File: src/design/arm_ctrl_pkg.sv
package arm_ctrl_pkg;

  // ======================================================================
  // Types for fields with a fixed meaning
  // ======================================================================

  typedef logic [31:0] word_t;
  typedef logic [2:0]  instr_kind_t;
  typedef logic [7:0]  step_t;
  typedef logic [3:0]  alu_op_t;
  typedef logic [1:0]  alu_wb_t;
  typedef logic [1:0]  addr_src_t;
  typedef logic [1:0]  b_src_t;
  typedef logic [1:0]  shift_t;
  typedef logic [4:0]  shamt_t;
  typedef logic [11:0] imm12_t;

  // Instruction kinds from the decoder
  localparam instr_kind_t KIND_DP_IMM     = 3'd0;
  localparam instr_kind_t KIND_DP_REG_IMM = 3'd1;
  localparam instr_kind_t KIND_LOAD       = 3'd2;
  localparam instr_kind_t KIND_STORE      = 3'd3;
  localparam instr_kind_t KIND_OTHER      = 3'd4;

  // ALU operations, same numbering as the ARM opcode field
  localparam alu_op_t ALU_OP_SUB = 4'd2;
  localparam alu_op_t ALU_OP_ADD = 4'd4;
  localparam alu_op_t ALU_OP_TST = 4'd8;
  localparam alu_op_t ALU_OP_TEQ = 4'd9;
  localparam alu_op_t ALU_OP_CMP = 4'd10;
  localparam alu_op_t ALU_OP_CMN = 4'd11;
  localparam alu_op_t ALU_OP_MOV = 4'd13;

  localparam alu_wb_t ALU_WB_NONE = 2'd0;
  localparam alu_wb_t ALU_WB_RD   = 2'd1;
  localparam alu_wb_t ALU_WB_RN   = 2'd2;

  localparam addr_src_t ADDR_SRC_PC   = 2'd0;
  localparam addr_src_t ADDR_SRC_INCR = 2'd1;
  localparam addr_src_t ADDR_SRC_ALU  = 2'd2;

  localparam b_src_t B_SRC_IMM       = 2'd0;
  localparam b_src_t B_SRC_RM        = 2'd1;
  localparam b_src_t B_SRC_RD        = 2'd2;
  localparam b_src_t B_SRC_READ_DATA = 2'd3;

  localparam shift_t SHIFT_LSL = 2'd0;
  localparam shift_t SHIFT_LSR = 2'd1;
  localparam shift_t SHIFT_ASR = 2'd2;
  localparam shift_t SHIFT_ROR = 2'd3;

  // ======================================================================
  // Bit positions inside ir
  // ======================================================================

  localparam int OPCODE_LSB = 21;
  localparam int S_BIT      = 20;
  localparam int ROT_LSB    = 8;
  localparam int SHTYPE_LSB = 5;
  localparam int SHAMT_LSB  = 7;
  localparam int P_BIT      = 24;
  localparam int U_BIT      = 23;
  localparam int B_BIT      = 22;
  localparam int W_BIT      = 21;
  localparam int I_BIT      = 25;

  // Compare ops only update flags, everything else writes Rd
  function automatic alu_wb_t alu_wb_for_op(alu_op_t op);
    case (op)
      ALU_OP_TST, ALU_OP_TEQ, ALU_OP_CMP, ALU_OP_CMN: alu_wb_for_op = ALU_WB_NONE;
      default: alu_wb_for_op = ALU_WB_RD;
    endcase
  endfunction

endpackage
File: src/design/ctrl_step_if.sv
`timescale 1ns/1ps

interface ctrl_step_if;
  import arm_ctrl_pkg::*;

  addr_src_t addr_src;
  b_src_t    b_src;
  imm12_t    b_imm;
  shift_t    shift_type;
  shamt_t    shift_amount;
  alu_op_t   alu_op;
  alu_wb_t   alu_wb;
  logic      set_flags;
  logic      use_rrx;

  // Operand B latch used by indexed transfers
  logic      latch_op_b;
  logic      disable_op_b;
  logic      use_op_b_latch;

  logic      mem_read;
  logic      mem_write;
  logic      byte_xfer;
  logic      latch_ir;
  logic      incr_wb;

  // High in the step that finishes the instruction
  logic      last;

  modport producer (
    output addr_src, b_src, b_imm, shift_type, shift_amount,
    output alu_op, alu_wb, set_flags, use_rrx,
    output latch_op_b, disable_op_b, use_op_b_latch,
    output mem_read, mem_write, byte_xfer, latch_ir, incr_wb,
    output last
  );

  modport consumer (
    input addr_src, b_src, b_imm, shift_type, shift_amount,
    input alu_op, alu_wb, set_flags, use_rrx,
    input latch_op_b, disable_op_b, use_op_b_latch,
    input mem_read, mem_write, byte_xfer, latch_ir, incr_wb,
    input last
  );

endinterface

File: src/design/arm_control_unit.sv
`timescale 1ns/1ps

module arm_control_unit (
  input  logic                      clk,
  input  logic                      reset,
  input  logic                      flush_req,
  input  arm_ctrl_pkg::instr_kind_t instr_kind,
  input  logic                      condition_pass,
  input  arm_ctrl_pkg::word_t       ir,
  output arm_ctrl_pkg::addr_src_t   addr_src,
  output arm_ctrl_pkg::b_src_t      b_src,
  output arm_ctrl_pkg::imm12_t      b_imm,
  output arm_ctrl_pkg::shift_t      shift_type,
  output arm_ctrl_pkg::shamt_t      shift_amount,
  output arm_ctrl_pkg::alu_op_t     alu_op,
  output arm_ctrl_pkg::alu_wb_t     alu_wb,
  output logic                      set_flags,
  output logic                      use_rrx,
  output logic                      latch_op_b,
  output logic                      disable_op_b,
  output logic                      use_op_b_latch,
  output logic                      mem_read,
  output logic                      mem_write,
  output logic                      byte_xfer,
  output logic                      latch_ir,
  output logic                      incr_wb,
  output logic                      pipeline_advance
);
  import arm_ctrl_pkg::*;

  step_t step;

  // Proposed words from the two step generators
  ctrl_step_if dp_step ();
  ctrl_step_if xfer_step ();

  dataproc_steps dataproc_steps_inst (
    .ir         (ir),
    .instr_kind (instr_kind),
    .step       (step),
    .out        (dp_step.producer)
  );

  transfer_steps transfer_steps_inst (
    .ir         (ir),
    .instr_kind (instr_kind),
    .step       (step),
    .out        (xfer_step.producer)
  );

  step_sequencer step_sequencer_inst (
    .clk              (clk),
    .reset            (reset),
    .flush_req        (flush_req),
    .condition_pass   (condition_pass),
    .instr_kind       (instr_kind),
    .dp               (dp_step.consumer),
    .xfer             (xfer_step.consumer),
    .step             (step),
    .addr_src         (addr_src),
    .b_src            (b_src),
    .b_imm            (b_imm),
    .shift_type       (shift_type),
    .shift_amount     (shift_amount),
    .alu_op           (alu_op),
    .alu_wb           (alu_wb),
    .set_flags        (set_flags),
    .use_rrx          (use_rrx),
    .latch_op_b       (latch_op_b),
    .disable_op_b     (disable_op_b),
    .use_op_b_latch   (use_op_b_latch),
    .mem_read         (mem_read),
    .mem_write        (mem_write),
    .byte_xfer        (byte_xfer),
    .latch_ir         (latch_ir),
    .incr_wb          (incr_wb),
    .pipeline_advance (pipeline_advance)
  );

endmodule

File: src/design/step_sequencer.sv
`timescale 1ns/1ps

module step_sequencer (
  input  logic                      clk,
  input  logic                      reset,
  input  logic                      flush_req,
  input  logic                      condition_pass,
  input  arm_ctrl_pkg::instr_kind_t instr_kind,
  ctrl_step_if.consumer             dp,
  ctrl_step_if.consumer             xfer,
  output arm_ctrl_pkg::step_t       step,
  output arm_ctrl_pkg::addr_src_t   addr_src,
  output arm_ctrl_pkg::b_src_t      b_src,
  output arm_ctrl_pkg::imm12_t      b_imm,
  output arm_ctrl_pkg::shift_t      shift_type,
  output arm_ctrl_pkg::shamt_t      shift_amount,
  output arm_ctrl_pkg::alu_op_t     alu_op,
  output arm_ctrl_pkg::alu_wb_t     alu_wb,
  output logic                      set_flags,
  output logic                      use_rrx,
  output logic                      latch_op_b,
  output logic                      disable_op_b,
  output logic                      use_op_b_latch,
  output logic                      mem_read,
  output logic                      mem_write,
  output logic                      byte_xfer,
  output logic                      latch_ir,
  output logic                      incr_wb,
  output logic                      pipeline_advance
);
  import arm_ctrl_pkg::*;

  typedef enum logic [1:0] {
    SEQ_RESET,
    SEQ_FILL,
    SEQ_PRIME,
    SEQ_RUN
  } seq_state_t;

  seq_state_t state;
  seq_state_t state_next;
  logic       sel_xfer;
  logic       skip;

  assign sel_xfer = (instr_kind == KIND_LOAD) || (instr_kind == KIND_STORE);

  // Failed condition or unsupported kind just fetches the next one
  assign skip = !condition_pass || !(sel_xfer || instr_kind == KIND_DP_IMM ||
                                     instr_kind == KIND_DP_REG_IMM);

  always_comb begin
    case (state)
      SEQ_RESET: state_next = SEQ_FILL;
      SEQ_FILL:  state_next = SEQ_PRIME;
      default:   state_next = SEQ_RUN;
    endcase
    if (flush_req) state_next = SEQ_PRIME;
  end

  always_ff @(posedge clk) begin
    if (reset) begin
      state <= SEQ_RESET;
      step  <= '0;
    end else begin
      state <= state_next;
      step  <= pipeline_advance ? 8'd0 : step + 8'd1;
    end
  end

  // ======================================================================
  // Control word selection
  // ======================================================================
  always_comb begin
    addr_src         = ADDR_SRC_PC;
    b_src            = B_SRC_IMM;
    b_imm            = '0;
    shift_type       = SHIFT_LSL;
    shift_amount     = '0;
    alu_op           = '0;
    alu_wb           = ALU_WB_NONE;
    set_flags        = 1'b0;
    use_rrx          = 1'b0;
    latch_op_b       = 1'b0;
    disable_op_b     = 1'b0;
    use_op_b_latch   = 1'b0;
    mem_read         = 1'b0;
    mem_write        = 1'b0;
    byte_xfer        = 1'b0;
    latch_ir         = 1'b0;
    incr_wb          = 1'b0;
    pipeline_advance = 1'b0;

    if (state == SEQ_RESET) begin
      // Only PC drives the address bus on the first cycle
      addr_src = ADDR_SRC_PC;
    end else if (flush_req || state != SEQ_RUN || skip) begin
      mem_read = 1'b1;
      latch_ir = 1'b1;
      incr_wb  = 1'b1;
      if (flush_req || state == SEQ_FILL) begin
        addr_src = ADDR_SRC_INCR;
      end else begin
        pipeline_advance = 1'b1;
      end
    end else begin
      addr_src         = sel_xfer ? xfer.addr_src       : dp.addr_src;
      b_src            = sel_xfer ? xfer.b_src          : dp.b_src;
      b_imm            = sel_xfer ? xfer.b_imm          : dp.b_imm;
      shift_type       = sel_xfer ? xfer.shift_type     : dp.shift_type;
      shift_amount     = sel_xfer ? xfer.shift_amount   : dp.shift_amount;
      alu_op           = sel_xfer ? xfer.alu_op         : dp.alu_op;
      alu_wb           = sel_xfer ? xfer.alu_wb         : dp.alu_wb;
      set_flags        = sel_xfer ? xfer.set_flags      : dp.set_flags;
      use_rrx          = sel_xfer ? xfer.use_rrx        : dp.use_rrx;
      latch_op_b       = sel_xfer ? xfer.latch_op_b     : dp.latch_op_b;
      disable_op_b     = sel_xfer ? xfer.disable_op_b   : dp.disable_op_b;
      use_op_b_latch   = sel_xfer ? xfer.use_op_b_latch : dp.use_op_b_latch;
      mem_read         = sel_xfer ? xfer.mem_read       : dp.mem_read;
      mem_write        = sel_xfer ? xfer.mem_write      : dp.mem_write;
      byte_xfer        = sel_xfer ? xfer.byte_xfer      : dp.byte_xfer;
      latch_ir         = sel_xfer ? xfer.latch_ir       : dp.latch_ir;
      incr_wb          = sel_xfer ? xfer.incr_wb        : dp.incr_wb;
      pipeline_advance = sel_xfer ? xfer.last           : dp.last;
    end
  end

endmodule

File: src/design/transfer_steps.sv
`timescale 1ns/1ps

module transfer_steps (
  input  arm_ctrl_pkg::word_t       ir,
  input  arm_ctrl_pkg::instr_kind_t instr_kind,
  input  arm_ctrl_pkg::step_t       step,
  ctrl_step_if.producer             out
);
  import arm_ctrl_pkg::*;

  logic    is_load;
  logic    is_store;
  logic    wb_needed;
  alu_op_t offset_op;
  shift_t  reg_shift_type;
  shamt_t  reg_shift_amount;

  assign is_load  = (instr_kind == KIND_LOAD);
  assign is_store = (instr_kind == KIND_STORE);

  // Base register is updated when post-indexed or W is set
  assign wb_needed = !ir[P_BIT] || ir[W_BIT];

  // U picks add or subtract of the offset
  assign offset_op = ir[U_BIT] ? ALU_OP_ADD : ALU_OP_SUB;

  assign reg_shift_type   = ir[SHTYPE_LSB +: 2];
  assign reg_shift_amount = ir[SHAMT_LSB +: 5];

  always_comb begin
    out.addr_src       = ADDR_SRC_PC;
    out.b_src          = B_SRC_IMM;
    out.b_imm          = '0;
    out.shift_type     = SHIFT_LSL;
    out.shift_amount   = '0;
    out.alu_op         = '0;
    out.alu_wb         = ALU_WB_NONE;
    out.set_flags      = 1'b0;
    out.use_rrx        = 1'b0;
    out.latch_op_b     = 1'b0;
    out.disable_op_b   = 1'b0;
    out.use_op_b_latch = 1'b0;
    out.mem_read       = 1'b0;
    out.mem_write      = 1'b0;
    out.byte_xfer      = 1'b0;
    out.latch_ir       = 1'b0;
    out.incr_wb        = 1'b0;
    out.last           = 1'b0;

    // ====================================================================
    // Step 0: address calculation, overlapped with the next fetch
    // ====================================================================
    if ((is_load || is_store) && step == 8'd0) begin
      out.mem_read = 1'b1;
      out.latch_ir = 1'b1;
      out.incr_wb  = 1'b1;
      out.addr_src = ADDR_SRC_ALU;
      out.alu_op   = offset_op;

      if (!ir[I_BIT]) begin
        out.b_src = B_SRC_IMM;
        out.b_imm = ir[11:0];
      end else begin
        out.b_src        = B_SRC_RM;
        out.shift_type   = reg_shift_type;
        out.shift_amount = reg_shift_amount;
        out.use_rrx      = (reg_shift_type == SHIFT_ROR) && (reg_shift_amount == 5'd0);
      end

      if (ir[P_BIT]) begin
        out.latch_op_b = ir[W_BIT];
      end else begin
        // Post-index puts the bare base on the bus and keeps the offset
        out.disable_op_b = 1'b1;
        out.latch_op_b   = 1'b1;
      end

    // ====================================================================
    // Later steps: memory access and base write-back
    // ====================================================================
    end else if (is_load && step == 8'd1) begin
      out.mem_read       = 1'b1;
      out.byte_xfer      = ir[B_BIT];
      out.alu_op         = offset_op;
      out.use_op_b_latch = wb_needed;
      out.alu_wb         = wb_needed ? ALU_WB_RN : ALU_WB_NONE;
    end else if (is_load && step == 8'd2) begin
      // Read data passes through the ALU into Rd
      out.b_src     = B_SRC_READ_DATA;
      out.alu_op    = ALU_OP_MOV;
      out.alu_wb    = ALU_WB_RD;
      out.byte_xfer = ir[B_BIT];
      out.last      = 1'b1;
    end else if (is_store && step == 8'd1) begin
      out.b_src          = B_SRC_RD;
      out.mem_write      = 1'b1;
      out.byte_xfer      = ir[B_BIT];
      out.alu_op         = offset_op;
      out.use_op_b_latch = wb_needed;
      out.alu_wb         = wb_needed ? ALU_WB_RN : ALU_WB_NONE;
      out.last           = 1'b1;
    end
  end

endmodule

File: src/design/dataproc_steps.sv
`timescale 1ns/1ps

module dataproc_steps (
  input  arm_ctrl_pkg::word_t       ir,
  input  arm_ctrl_pkg::instr_kind_t instr_kind,
  input  arm_ctrl_pkg::step_t       step,
  ctrl_step_if.producer             out
);
  import arm_ctrl_pkg::*;

  alu_op_t opcode;
  shift_t  reg_shift_type;
  shamt_t  reg_shift_amount;

  assign opcode           = ir[OPCODE_LSB +: 4];
  assign reg_shift_type   = ir[SHTYPE_LSB +: 2];
  assign reg_shift_amount = ir[SHAMT_LSB +: 5];

  always_comb begin
    out.addr_src       = ADDR_SRC_PC;
    out.b_src          = B_SRC_IMM;
    out.b_imm          = '0;
    out.shift_type     = SHIFT_LSL;
    out.shift_amount   = '0;
    out.alu_op         = '0;
    out.alu_wb         = ALU_WB_NONE;
    out.set_flags      = 1'b0;
    out.use_rrx        = 1'b0;
    out.latch_op_b     = 1'b0;
    out.disable_op_b   = 1'b0;
    out.use_op_b_latch = 1'b0;
    out.mem_read       = 1'b0;
    out.mem_write      = 1'b0;
    out.byte_xfer      = 1'b0;
    out.latch_ir       = 1'b0;
    out.incr_wb        = 1'b0;
    out.last           = 1'b0;

    if ((instr_kind == KIND_DP_IMM || instr_kind == KIND_DP_REG_IMM) && step == 8'd0) begin
      if (instr_kind == KIND_DP_IMM) begin
        // imm8 rotated right by twice the 4-bit rotate field
        out.b_src        = B_SRC_IMM;
        out.b_imm        = {4'd0, ir[7:0]};
        out.shift_type   = SHIFT_ROR;
        out.shift_amount = {ir[ROT_LSB +: 4], 1'b0};
      end else begin
        out.b_src        = B_SRC_RM;
        out.shift_type   = reg_shift_type;
        out.shift_amount = reg_shift_amount;
        // ROR #0 encodes RRX
        out.use_rrx      = (reg_shift_type == SHIFT_ROR) && (reg_shift_amount == 5'd0);
      end

      out.alu_op    = opcode;
      out.alu_wb    = alu_wb_for_op(opcode);
      out.set_flags = ir[S_BIT];

      // Single cycle, fetch the next instruction alongside
      out.mem_read  = 1'b1;
      out.latch_ir  = 1'b1;
      out.incr_wb   = 1'b1;
      out.last      = 1'b1;
    end
  end

endmodule

File: config.mk
export PLATFORM = sky130hd
export DESIGN_NAME = arm_control_unit
export DESIGN_NICKNAME = d
export VERILOG_FILES = /design/src/design/arm_ctrl_pkg.sv /design/src/design/ctrl_step_if.sv /design/src/design/arm_control_unit.sv /design/src/design/step_sequencer.sv /design/src/design/transfer_steps.sv /design/src/design/dataproc_steps.sv
export SDC_FILE = /design/constraint.sdc
export NUM_CORES = 1
export LEC_CHECK = 0
export CAP_MARGIN = 0
export CORE_MARGIN = 5
export CORE_UTILIZATION = 60
export CTS_CLUSTER_SIZE = 28
export DETAILED_ROUTE_END_ITERATION = 12
export DONT_BUFFER_PORTS = 1
export HOLD_SLACK_MARGIN = 0.1
export PLACE_DENSITY = 0.76
export SETUP_SLACK_MARGIN = 0.05
export SKIP_LAST_GASP = 1
export SYNTH_ARGS = -nofsm -noshare
export SYNTH_HDL_FRONTEND = slang
export SYNTH_SLANG_ARGS = --single-unit
File: constraint.sdc
create_clock -name clk -period 2 [get_ports clk]
set_input_delay 0.2 -clock clk [delete_from_list [all_inputs] [get_ports clk]]
set_output_delay 0.2 -clock clk [all_outputs]
set_load 0.005 [all_outputs]
; After elaboration in Yosys (flattened, before gate mapping)
; Index checks and enable logic that the tools add are counted.
; Widths: inputs -> output; s select.
[totals]
out_inout_bits = 40
ram_bits = 0
latch_bits = 0
in_bits = 39
mem_count = 0
rom_bits = 0
regBits = 10
[op_classes]
magnitude_cmp = 0
n_reduce_logical = 25
multipliers = 0
n_bitwise = 0
muxes = 116
shift = 0
n_eq_ne = 12
add_sub_neg = 1
n_div = 0
[ops]
columns = op, count
row1 = $mux 12, 6
row2 = $mux 1, 64
row3 = $mux 2, 29
row4 = $mux 4, 8
row5 = $mux 5, 6
row6 = $eq 4x4->1 const B, 4
row7 = $logic_or 1x1->1, 9
row8 = $add 8x1->8 const B, 1
row9 = $eq 8x1->1 const B, 1
row10 = $eq 8x2->1 const B, 1
row11 = $logic_not 8->1, 1
row12 = $mux 8, 1
row13 = $eq 3x2->1 const B, 2
row14 = $logic_and 1x1->1, 6
row15 = $logic_not 5->1, 1
row16 = $pmux 2 s2, 1
row17 = $reduce_or 2->1, 2
row18 = $reduce_or 4->1, 1
row19 = $eq 3x1->1 const B, 1
row20 = $logic_not 1->1, 3
row21 = $logic_not 3->1, 1
row22 = $mux 3, 1
row23 = $eq 2x1->1 const B, 1
row24 = $eq 2x2->1 const B, 1
row25 = other kinds (2), 2

; Depth between registers and ports, before layout
; Gate-level depths: netlist (run 1).
[logic_depth]
ltp_word = 10
depth_mapped = 6
depth_no_buf = 6

; Modules after synthesis
; Synthesis (run 1) repeated with hierarchy kept, for this count alone.
[unflattened]
hier_cells = 295
hier_area_um2 = 1988.2
[by_module_without_submodules]
columns = module, seq_area_each_um2, n_inst, cells_each, area_each_um2
row1 = step_sequencer, 200.2, 1, 178, 1124.8
row2 = transfer_steps, 0.0, 1, 61, 464.2
row3 = dataproc_steps, 0.0, 1, 56, 399.1

; Least setup slack after synthesis (run 1)
; Ideal clock, no wire load.
[synth_timing]
path_kind = register to output
from = register step_sequencer_inst.step[0]
to = output port latch_ir
stages_incl_launch_ff = 7
slack_ns = 0.406
path_buffers = 2
arrival_ns = 1.394
required_time_ns = 1.800
path_cell_list = dfxtp_1 -> inv_1 -> ha_1 -> clkbuf_1 -> nand2_1 -> a21oi_1 -> buf_4
[synth_between]
elab_chain_cells = 6
word_cells_on_any_way = 8
classes_between = 5 x mux / 3 x reduce/logical
[synth_rtl]
columns = element, line
row1 = from (decl), step_sequencer.sv:11  ; output arm_ctrl_pkg::step_t step,
row2 = from (signal assigned), step_sequencer.sv:66  ; step <= pipeline_advance ? 8'd0 : step + 8'd1;
row3 = $logic_not 8->1 *, "transfer_steps.sv:53, dataproc_steps.sv:39"
row4 = "$logic_and 1x1->1, on equally long branches", "dataproc_steps.sv:39, transfer_steps.sv:53"
row5 = "$mux 1, on equally long branches", n/a
row6 = $mux 1 * (3 in series), n/a
row7 = to (decl), arm_control_unit.sv:25  ; output logic latch_ir,
; Every way passes the cells marked *; elsewhere a longest branch is shown, timed or not.

; Worst setup path after layout (run 1)
[layout_timing]
from = register step_sequencer_inst.step[2]
to = output port shift_type[1]
[layout_between]
elab_chain_cells = 6
word_cells_on_any_way = 8
classes_between = 5 x mux / 3 x reduce/logical
[layout_rtl]
columns = element, line
row1 = $logic_not 8->1 *, "transfer_steps.sv:53, dataproc_steps.sv:39"
row2 = "$logic_and 1x1->1, on equally long branches", "dataproc_steps.sv:39, transfer_steps.sv:53"
row3 = "$mux 2, on equally long branches", "dataproc_steps.sv:39, transfer_steps.sv:53"
row4 = $mux 2 *, step_sequencer.sv:109  ; shift_type = sel_xfer ? xfer.shift_type : dp.shift_type;
row5 = $mux 2 *, step_sequencer.sv:96  ; end else if (flush_req || state != SEQ_RUN || skip) begin
row6 = $mux 2 *, step_sequencer.sv:93  ; if (state == SEQ_RESET) begin
row7 = to (decl), arm_control_unit.sv:13  ; output arm_ctrl_pkg::shift_t shift_type,
; Marks and branches as above.

==> results of run 1 <==
## final timing paths
kind,from,to,slack [ps],depth (start not counted)
max,step_sequencer_inst.step[2]$_SDFF_PP0_,shift_type[1],-8,5
min,reset,step_sequencer_inst.step[1]$_SDFF_PP0_,190,3
max reg2reg,step_sequencer_inst.step[1]$_SDFF_PP0_,step_sequencer_inst.step[6]$_SDFF_PP0_,410,6
min reg2reg,step_sequencer_inst.step[0]$_SDFF_PP0_,step_sequencer_inst.step[0]$_SDFF_PP0_,460,1
## routing by layer
layer  part of all wire [%]  wire length (um)
met1                     41               991
met2                     49              1180
met3                    8.5               207
met4                    2.1                51
met5                      0                 0
## cell families after synthesis
kind of cell    count (synthesis)
buf+inv                        12
compound gates                 21
fa+ha+maj                       4
xor+xnor                        7
simple gates                   81
flops                          10
mux                             1
## Yosys cell counts
cell / number
o21a_1: 2
nor4_1: 1
and4b_1: 1
nor3b_4: 1
and4bb_2: 1
buf_2: 1
nor2_1: 17
a21o_1: 3
xor2_1: 4
and3_1: 5
nand3_1: 4
buf_4: 3
nor2b_1: 6
a22o_1: 4
and4_1: 2
nand2_1: 5
a21oi_1: 5
or2_1: 1
xnor2_1: 3
nor3_1: 4
nand4_1: 1
nand2b_1: 2
and2b_1: 1
inv_1: 6
nor3b_2: 2
nor3_2: 1
clkbuf_1: 2
or2_2: 2
o211ai_2: 1
o21ai_0: 6
nor3_4: 2
dfxtp_1: 10
and2_1: 18
nor4_4: 1
nor3b_1: 1
nand4b_4: 2
ha_1: 4
mux2i_1: 1
## flip-flops by register name, indices dropped and copies added (netlist names)
name                       count
step_sequencer_inst.state      2
step_sequencer_inst.step       8
## worst min-delay path, delay by kind of cell
| family | cells | cell delay [ps] |
|---|---|---|
| AOI/OAI and AO/OA | 1 | 140 |
| and+or+nand+nor | 1 | 60 |
| buffers and inverters | 1 | 30 |
## what timing repair did
action / in CTS / in global routing
pin swaps: 1 / 6
setup endpoints to repair: 27 / 36
hold endpoints to repair: 2 / 0
setup buffers: 1 / 3
resized for setup: 8 / 7
hold buffers: 3 / 0
## power groups by stage
stage,clock (mW),sequential (mW),combinational [mW]
floorplan,0,0.222,0.118
global placement,0,0.224,0.131
detailed placement,0,0.224,0.133
CTS,0.137,0.218,0.143
global route,0.152,0.223,0.185
finish,0.129,0.220,0.169
## final cells by class
type | count | area [sq um] | area share, %
flip-flops and latches | 10 | 208 | 16.9
inverters | 6 | 22.5 | 1.83
clock buffers | 3 | 22.5 | 1.83
multi-input cells | 114 | 856 | 69.5
repair buffers | 9 | 91.3 | 7.42
well taps | 25 | 31.3 | 2.54
## per-stage QoR
step / area (sq um) / hold slack [ps] / setup WS (ps)
after floorplan: 1080 / 272 / 406
after global placement: 1090 / 277 / 212
after detailed placement: 1090 / 278 / 163
after CTS: 1170 / 188 / 11.2
after global routing: 1230 / 190 / -159
final: 1230 / 191 / -8.13
==> metrics.yaml, run 1 <==
first_pass_iters: 2
arrival_ps: 1810
core_area_sq_um: 1710
grtUsageTotal_pct: 18.4
cts_max_level: 1
synth_area_per_cell_sq_um: 7.92
synth_compound_area_share_pct: 13.0
synth_top_family_by_area: "simple AND/OR/NAND/NOR gates"
diodes: 0
overflow: 0
cts_sinks: 10
syn-cell-area_sq_um: 1080
drtAntennaViolNets: 0
cp.required_ps: 1800
max_cap_violations: 0
wirelength_mm: 2.43
leakagePower_nw: 0.545
synth_fp_nets: 179
sw_frac_of_total_pct: 30.8
fin_crit_sh_pct: 100
grt_pass1_vias: 880
grt_use_met2_pct: 31.6
initial_core_util_pct: 63.1
drtIter0Drc: 8
finalSetupViolCount: 3
die-width_um: 52.4
synth-seq-cells: 10
seqPwrFrac_pct: 42.5
cp_slowest_cell: "nor4_4"
yosys.area_share.simple_pct: 51.8
crit_family: "simple AND/OR/NAND/NOR gates"
cp_num_buf_inv: 1
busiest_layer: "met2"
min_period_ps: 2010
p_total_uw: 518
die_h_um: 52.4
comb_power_share_pct: 32.6
io_buffers: 0
final_cell_mix: "nor2_1 (17), and2_1 (16), inv_1 (6), nor2b_1 (6), dfxtp_1 (6)"
post_route_cells_drive_above_1_share_pct: 22.5
grt_pass1_wl_mm: 3.83
yosysUniqueCellTypes: 38
p_int_uw: 358
crit_chain: "nor4_4, nand4b_4, buf_12, nor3_4, o21a_1"
clock_skew_ps: 4.97
layout_commonest_cell: "nor2_1"
fmax_mhz: 498
ys_top_cells_by_area: "dfxtp_1 (19%), and2_1 (10%), nor2_1 (5.9%)"
slew-limit-headroom_pct: 75.8
hold_path.class: "input port to flip-flop"
cts_made_buffers: 3
dieArea_sq_um: 2740
antenna_found_initial: 0
p_sw_uw: 160
hpwl_mm: 1.88
cts-root-buf: "clkbuf_4"
synthAdderAreaFrac_pct: 4.65
area.growth.synth_to_final_pct: 14.3
rsz0062_at_grt: "true"
yosysWarnings: 0
fin_tns_setup_ps: -14.6
worst_pin_slew_ps: 362
violations: "setup timing"
nets: 187
path_max_fanout: 6
grtUsageMet3_pct: 3.13
synth-xor-area-share_pct: 5.69
synth_top_area_share_pct: 18.6
numPlacedInstances: 157
gp_congestion: 0.741
cp_slowest_stage_delay_ps: 400
syn_inst: 136
wire_per_inst_um: 14.5
nFillCells: 147
fin_util_pct: 72.1
power_frac_clock_pct: 24.9
instances_no_fill: 167
ir_drop_mv: 0.449
critPathLaunchType: "flip-flop"
endpoint_kind: "output pin"
clk_path_buf_depth: 2
synthMuxAreaShare_pct: 0.929
worst_slack_ps: -8.13
io_pins: 79
status: "finished, violations left"
fp-row-count: 15
routed_via_density: 5.72
globalRouteMet1Util_pct: 21.2
powerDensity_nw_per_um2: 421
path_class: "flip-flop to output pin"
vias: 956
insertion_delay_ps: 260
drc: 0
synth-seq-area-share_pct: 18.6
yosys.area.top_type: "dfxtp_1"
clk_pin_slew_ps: 60
grt_max_degree: 13
slew_violations: 0
cts_tree: "yes"
finalHoldViolCount: 0
No activity file was read; power rests on OpenSTA's default activity.
==> run 2, diff against run 1 <==
--- a/config.mk
+++ b/config.mk
@@ -14,6 +14,7 @@
 export HOLD_SLACK_MARGIN = 0.1
 export PLACE_DENSITY = 0.76
 export SETUP_SLACK_MARGIN = 0.05
+export SKIP_CTS_REPAIR_TIMING = 1
 export SKIP_LAST_GASP = 1
 export SYNTH_ARGS = -nofsm -noshare
 export SYNTH_HDL_FRONTEND = slang
==> constraint.sdc (replaced) <==
create_clock -name clk -period 2 [get_ports clk]
set_input_delay 0.5 -clock clk [delete_from_list [all_inputs] [get_ports clk]]
set_output_delay 0.5 -clock clk [all_outputs]
set_load 0.005 [all_outputs]
==> metrics.yaml, run 2 (synthesis gave the netlist of run 1 again) <==
fmax_mhz: 439  # was 498 MHz
dieArea_sq_um: 2740  # unchanged
routed_via_density: 5.56  # was 5.72
grt_max_degree: 13  # unchanged
rsz0062_at_grt: "true"  # unchanged
crit_family: "simple AND/OR/NAND/NOR gates"  # unchanged
post_route_cells_drive_above_1_share_pct: 33.1  # was 22.5%
cp.required_ps: 1500  # was 1800 ps
antenna_found_initial: 0  # unchanged
design_area_sq_um: 1310  # was 1230 sq um
drtAntennaViolNets: 0  # unchanged
area.growth.synth_to_final_pct: 21.7  # was 14.3%
clk_pin_slew_ps: 70  # was 60 ps
fin_util_pct: 76.8  # was 72.1%
top_register: "step_sequencer_inst.step"  # unchanged
violations: "setup timing"  # unchanged
overflow: 0  # unchanged
insertion_delay_ps: 270  # was 260 ps
slew_violations: 0  # unchanged
cp_slowest_cell: "nor4_4"  # unchanged
worst_pin_slew_ps: 384  # was 362 ps
critPathLaunchType: "flip-flop"  # unchanged
largest_reg_flops: 8  # unchanged
cts_max_level: 1  # unchanged
final_cell_mix: "nor2_1 (16), and2_1 (15), buf_4 (14)"  # was nor2_1 (17), and2_1 (16), inv_1 (6), nor2b_1 (6), dfxtp_1 (6)
cts_tree: "yes"  # unchanged
drtIter0Drc: 17  # was 8
io_pins: 79  # unchanged
fin_crit_sh_pct: 114  # was 100%
min_period_ps: 2280  # was 2010 ps
clk_path_buf_depth: 2  # unchanged
fp-row-count: 15  # unchanged
diodes: 0  # unchanged
path_class: "flip-flop to output pin"  # unchanged
first_pass_iters: 4  # was 2
max_cap_violations: 0  # unchanged
initial_core_util_pct: 63.1  # unchanged
powerDensity_nw_per_um2: 462  # was 421 nW/um^2
wirelength_mm: 2.53  # was 2.43 mm
cp_slowest_stage_delay_ps: 390  # was 400 ps
whs_path_depth: 1  # was 3
status: "finished, violations left"  # unchanged
worst_slack_ps: -276  # was -8.13 ps
hpwl_mm: 2.07  # was 1.88 mm
io_buffers: 0  # unchanged
cts_made_buffers: 3  # unchanged
leakagePower_nw: 0.588  # was 0.545 nW
core_area_sq_um: 1710  # unchanged
postPlaceCellArea_sq_um: 1160  # was 1090 sq um
top_regs: "step_sequencer_inst.step (8), step_sequencer_inst.state (2)"  # unchanged
vias: 962  # was 956
reg2reg_depth: 7  # was 6
finalHoldViolCount: 0  # unchanged
hold_path.class: "input port to flip-flop"  # unchanged
slew-limit-headroom_pct: 74.3  # was 75.8%
nets: 192  # was 187
cts-root-buf: "clkbuf_4"  # unchanged
arrival_ps: 1780  # was 1810 ps
ir_drop_mv: 0.385  # was 0.449 mV
die-width_um: 52.4  # unchanged
grt_pass1_wl_mm: 3.70  # was 3.83 mm
drc: 0  # unchanged
cts_sinks: 10  # unchanged
endpoint_kind: "output pin"  # unchanged
path_max_fanout: 6  # unchanged
nFillCells: 125  # was 147
finalSetupViolCount: 37  # was 3
crit_chain: "nor4_4, nand4b_4, buf_4, nor3_4, and4_1"  # was nor4_4, nand4b_4, buf_12, nor3_4, o21a_1
grt_pass1_vias: 898  # was 880
grtUsageTotal_pct: 17.5  # was 18.4%
path_depth: 5  # unchanged
layout_commonest_cell: "nor2_1"  # unchanged
die_h_um: 52.4  # unchanged
cp_num_buf_inv: 1  # unchanged
gp_congestion: 0.782  # was 0.741
clock_skew_ps: 5.63  # was 4.97 ps
wire_per_inst_um: 14.6  # was 14.5 um
-- run 2: cell count changes in the layout (fill, tap and decap cells not counted), sizes merged --
cell,previous run,this run
dlygate4sd3,3,0
buf,6,14
clkbuf,3,4
-- run 2: through the flow --
stage / setup slack, ps / setup TNS, ps / total power [mW] / cells / hold WS, ps
final: -276 / -6660 / 0.605 / 173 / 297
after global placement: -30.0 / -60.1 / 0.379 / 167 / 509
after detailed placement: -42.3 / -107 / 0.384 / 167 / 562
after CTS: -291 / -8250 / 0.568 / 171 / 286
after floorplan: 16.6 / 0 / 0.341 / 136 / 453
after global routing: -406 / -11190 / 0.641 / 173 / 282
-- run 2: final cells by class --
class / instances / area [sq um] / area share, %
Clock buffer: 4 / 36.3 / 2.77
Timing Repair Buffer: 14 / 105 / 8.02
Tap cell: 25 / 31.3 / 2.39
Inverter: 6 / 22.5 / 1.72
Sequential cell: 10 / 205 / 15.6
Multi-Input combinational cell: 114 / 911 / 69.5
-- run 2: path summary, 6_finish.rpt --
path | slack [ps] | endpoint | start
setup / recovery | -280 | use_rrx | step_sequencer_inst.step[3]$_SDFF_PP0_
hold / removal | 300 | step_sequencer_inst.state[1]$_SDFF_PP0_ | reset
setup reg to reg | 390 | step_sequencer_inst.step[3]$_SDFF_PP0_ | step_sequencer_inst.step[0]$_SDFF_PP0_
hold reg to reg | 550 | step_sequencer_inst.state[1]$_SDFF_PP0_ | step_sequencer_inst.state[0]$_SDFF_PP0_
-- run 2: power by group --
group | leakage (nW) | internal (mW) | total, mW | switching (mW)
Combinational | 0.484 | 0.0985 | 0.208 | 0.109
Sequential | 0.0831 | 0.209 | 0.217 | 0.00872
Clock | 0.0210 | 0.111 | 0.180 | 0.0695
Total | 0.588 | 0.418 | 0.605 | 0.187
-- run 2: layer usage --
metal  wire length, um  track usage (%)  up-vias
li1                  -                -      488
met1              1020             18.6      439
met4                12             7.23        0
met2              1290             32.2       33
met3               217             4.27        2
met5                 0                0        -
==> run 3, diff against run 2 <==
--- a/config.mk
+++ b/config.mk
@@ -6,6 +6,7 @@
 export NUM_CORES = 1
 export LEC_CHECK = 0
 export CAP_MARGIN = 0
+export CORE_ASPECT_RATIO = 1.25
 export CORE_MARGIN = 5
 export CORE_UTILIZATION = 60
 export CTS_CLUSTER_SIZE = 28
==> constraint.sdc (replaced) <==
create_clock -name clk -period 2.1 [get_ports clk]
set_input_delay 0.525 -clock clk [delete_from_list [all_inputs] [get_ports clk]]
set_output_delay 0.525 -clock clk [all_outputs]
set_load 0.005 [all_outputs]
==> metrics.yaml, run 3 (synthesis gave the netlist of run 1 again) <==
status: "finished, violations left"  # unchanged
violations: "setup timing"  # unchanged
hpwl_mm: 2.10  # was 2.07 mm
gp_congestion: 0.778  # was 0.782
min_to: "step_sequencer_inst.state[1]$_SDFF_PP0_"  # unchanged
top_register: "step_sequencer_inst.step"  # unchanged
crit_top_cell: "buf_4"
rsz0062_at_grt: "true"  # unchanged
min_period_ps: 2300
insertion_delay_ps: 260  # was 270 ps
grt_pass1_wl_mm: 3.71  # was 3.70 mm
cts_max_level: 1  # unchanged
powerDensity_nw_per_um2: 440  # was 462 nW/um^2
wire_per_inst_um: 16.3  # was 14.6 um
drtIter0Drc: 10  # was 17
cts_made_buffers: 3  # unchanged
final_cell_mix: "nor2_1 (15), and2_1 (14), buf_4 (14)"  # was nor2_1 (16), and2_1 (15), buf_4 (14)
largest_reg_flops: 8  # unchanged
cp.required_ps: 1570  # was 1500 ps
whs_path_depth: 1  # unchanged
path_class: "flip-flop to output pin"  # unchanged
ir_drop_mv: 0.427  # was 0.385 mV
rr_startpoint: "step_sequencer_inst.step[1]$_SDFF_PP0_"  # was step_sequencer_inst.step[0]$_SDFF_PP0_
first_pass_iters: 6  # was 4
fmax_mhz: 434
slew-limit-headroom_pct: 74.2  # was 74.3%
r2r_slack_ps: 440  # was 390 ps
clk_path_buf_depth: 2  # unchanged
seq_area_sq_um: 206  # was 205 sq um
leakagePower_nw: 0.580  # was 0.588 nW
crit_chain: "nor4_4, buf_4, nand4b_4, buf_4, nor3_2, and4_1"  # was nor4_4, nand4b_4, buf_4, nor3_4, and4_1
nets: 194  # was 192
critPathLaunchType: "flip-flop"  # unchanged
design_area_sq_um: 1320  # was 1310 sq um
cts_tree: "yes"  # unchanged
core_area_sq_um: 1740  # was 1710 sq um
overflow: 0  # unchanged
rr_endpoint: "step_sequencer_inst.step[4]$_SDFF_PP0_"  # was step_sequencer_inst.step[3]$_SDFF_PP0_
postPlaceCellArea_sq_um: 1140  # was 1160 sq um
io_buffers: 0  # unchanged
endpoint_kind: "output pin"  # unchanged
drtAntennaViolNets: 0  # unchanged
hold_path.class: "input port to flip-flop"  # unchanged
wirelength_mm: 2.75  # was 2.53 mm
fin_tns_setup_ps: -4290  # was -6660 ps
post_route_cells_drive_above_1_share_pct: 36.0  # was 33.1%
io_pins: 79  # unchanged
diodes: 0  # unchanged
vias: 1018  # was 962
grt_max_degree: 13  # unchanged
grtUsageTotal_pct: 17.7  # was 17.5%
fp-row-count: 17  # was 15
worst_slack_ps: -202  # was -276 ps
path_max_fanout: 6  # unchanged
routed_via_density: 6.02  # was 5.56
reg2reg_depth: 7  # unchanged
clock_skew_ps: 5.72  # was 5.63 ps
dieArea_sq_um: 2750  # was 2740 sq um
die_h_um: 57.4  # was 52.4 um
p_total_uw: 582  # was 605 uW
fin_util_pct: 75.9  # was 76.8%
finalSetupViolCount: 33  # was 37
arrival_ps: 1780  # about the same
cp_slowest_stage_delay_ps: 330  # was 390 ps
antenna_found_initial: 0  # unchanged
worst_pin_slew_ps: 385  # was 384 ps
die-width_um: 47.9  # was 52.4 um
layout_commonest_cell: "nor2_1"  # unchanged
finalHoldViolCount: 0  # unchanged
slew_violations: 0  # unchanged
clk_pin_slew_ps: 60  # was 70 ps
top_regs: "step_sequencer_inst.step (8), step_sequencer_inst.state (2)"  # unchanged
area.growth.synth_to_final_pct: 22.9  # was 21.7%
fin_crit_sh_pct: 110
drc: 0  # unchanged
cts_sinks: 10  # unchanged
initial_core_util_pct: 61.8  # was 63.1%
multi_input_area_sq_um: 905  # was 911 sq um
grt_pass1_vias: 908  # was 898
cp_slowest_cell: "dfxtp_2"  # was nor4_4
nFillCells: 129  # was 125
hold_start: "reset"  # unchanged
cts-root-buf: "clkbuf_4"  # unchanged
max_cap_violations: 0  # unchanged
## run 3: changes by cell type in the layout (fill, tap and decap cells not counted), moves of 2 or more
cell and change:
nor2_2 +2, dfxtp_2 -2, a21oi_2 +2, buf_6 +2, a21oi_1 -2
## run 3: per-stage QoR
step,instances,hold slack (ps),setup WS (ps)
finish,169,338,-202
floorplan,136,453,61.3
global placement,159,470,30.7
global route,169,321,-290
CTS,163,327,-254
detailed placement,159,502,11.4
## run 3: area by class of cell
cell class	count	area share, %
Timing Repair Buffer	16	9.64
Tap cell	19	1.80
Sequential cell	10	15.6
Multi-Input combinational cell	114	68.3
Inverter	6	1.89
Clock buffer	4	2.74
## run 3: how the worst max path moves through the flow
stage | startpoint | end | cells after the start
floorplan | instr_kind[1] | alu_wb[1] | 6
global placement | flush_req | use_op_b_latch | 5
detailed placement | flush_req | use_op_b_latch | 5
CTS | step_sequencer_inst.step[3]$_SDFF_PP0_ | use_op_b_latch | 5
global route | step_sequencer_inst.step[4]$_SDFF_PP0_ | b_src[0] | 6
finish | step_sequencer_inst.step[4]$_SDFF_PP0_ | use_rrx | 6
## run 3: report_power, final
group          internal (mW)  switching, mW  leakage (nW)
clock                  0.105         0.0620        0.0210
combinational          0.100          0.107         0.476
sequential             0.199        0.00956        0.0831
total                  0.404          0.178         0.580
## run 3: worst max-delay path, delay by kind of cell (launching register included)
kind | cells | cell delay (ps)
simple gates | 4 | 810
flops | 1 | 330
buf+inv | 2 | 370
## run 3: layer usage
layer  track usage, %  part of all wire, %  vias up  wire (um)
li1                 -                    -      497          -
met1             19.1                   36      487        984
met2             31.6                   55       32       1510
met3             4.42                  8.6        2        237
met4             5.77                 0.47        0         13
met5                0                    0        -          0
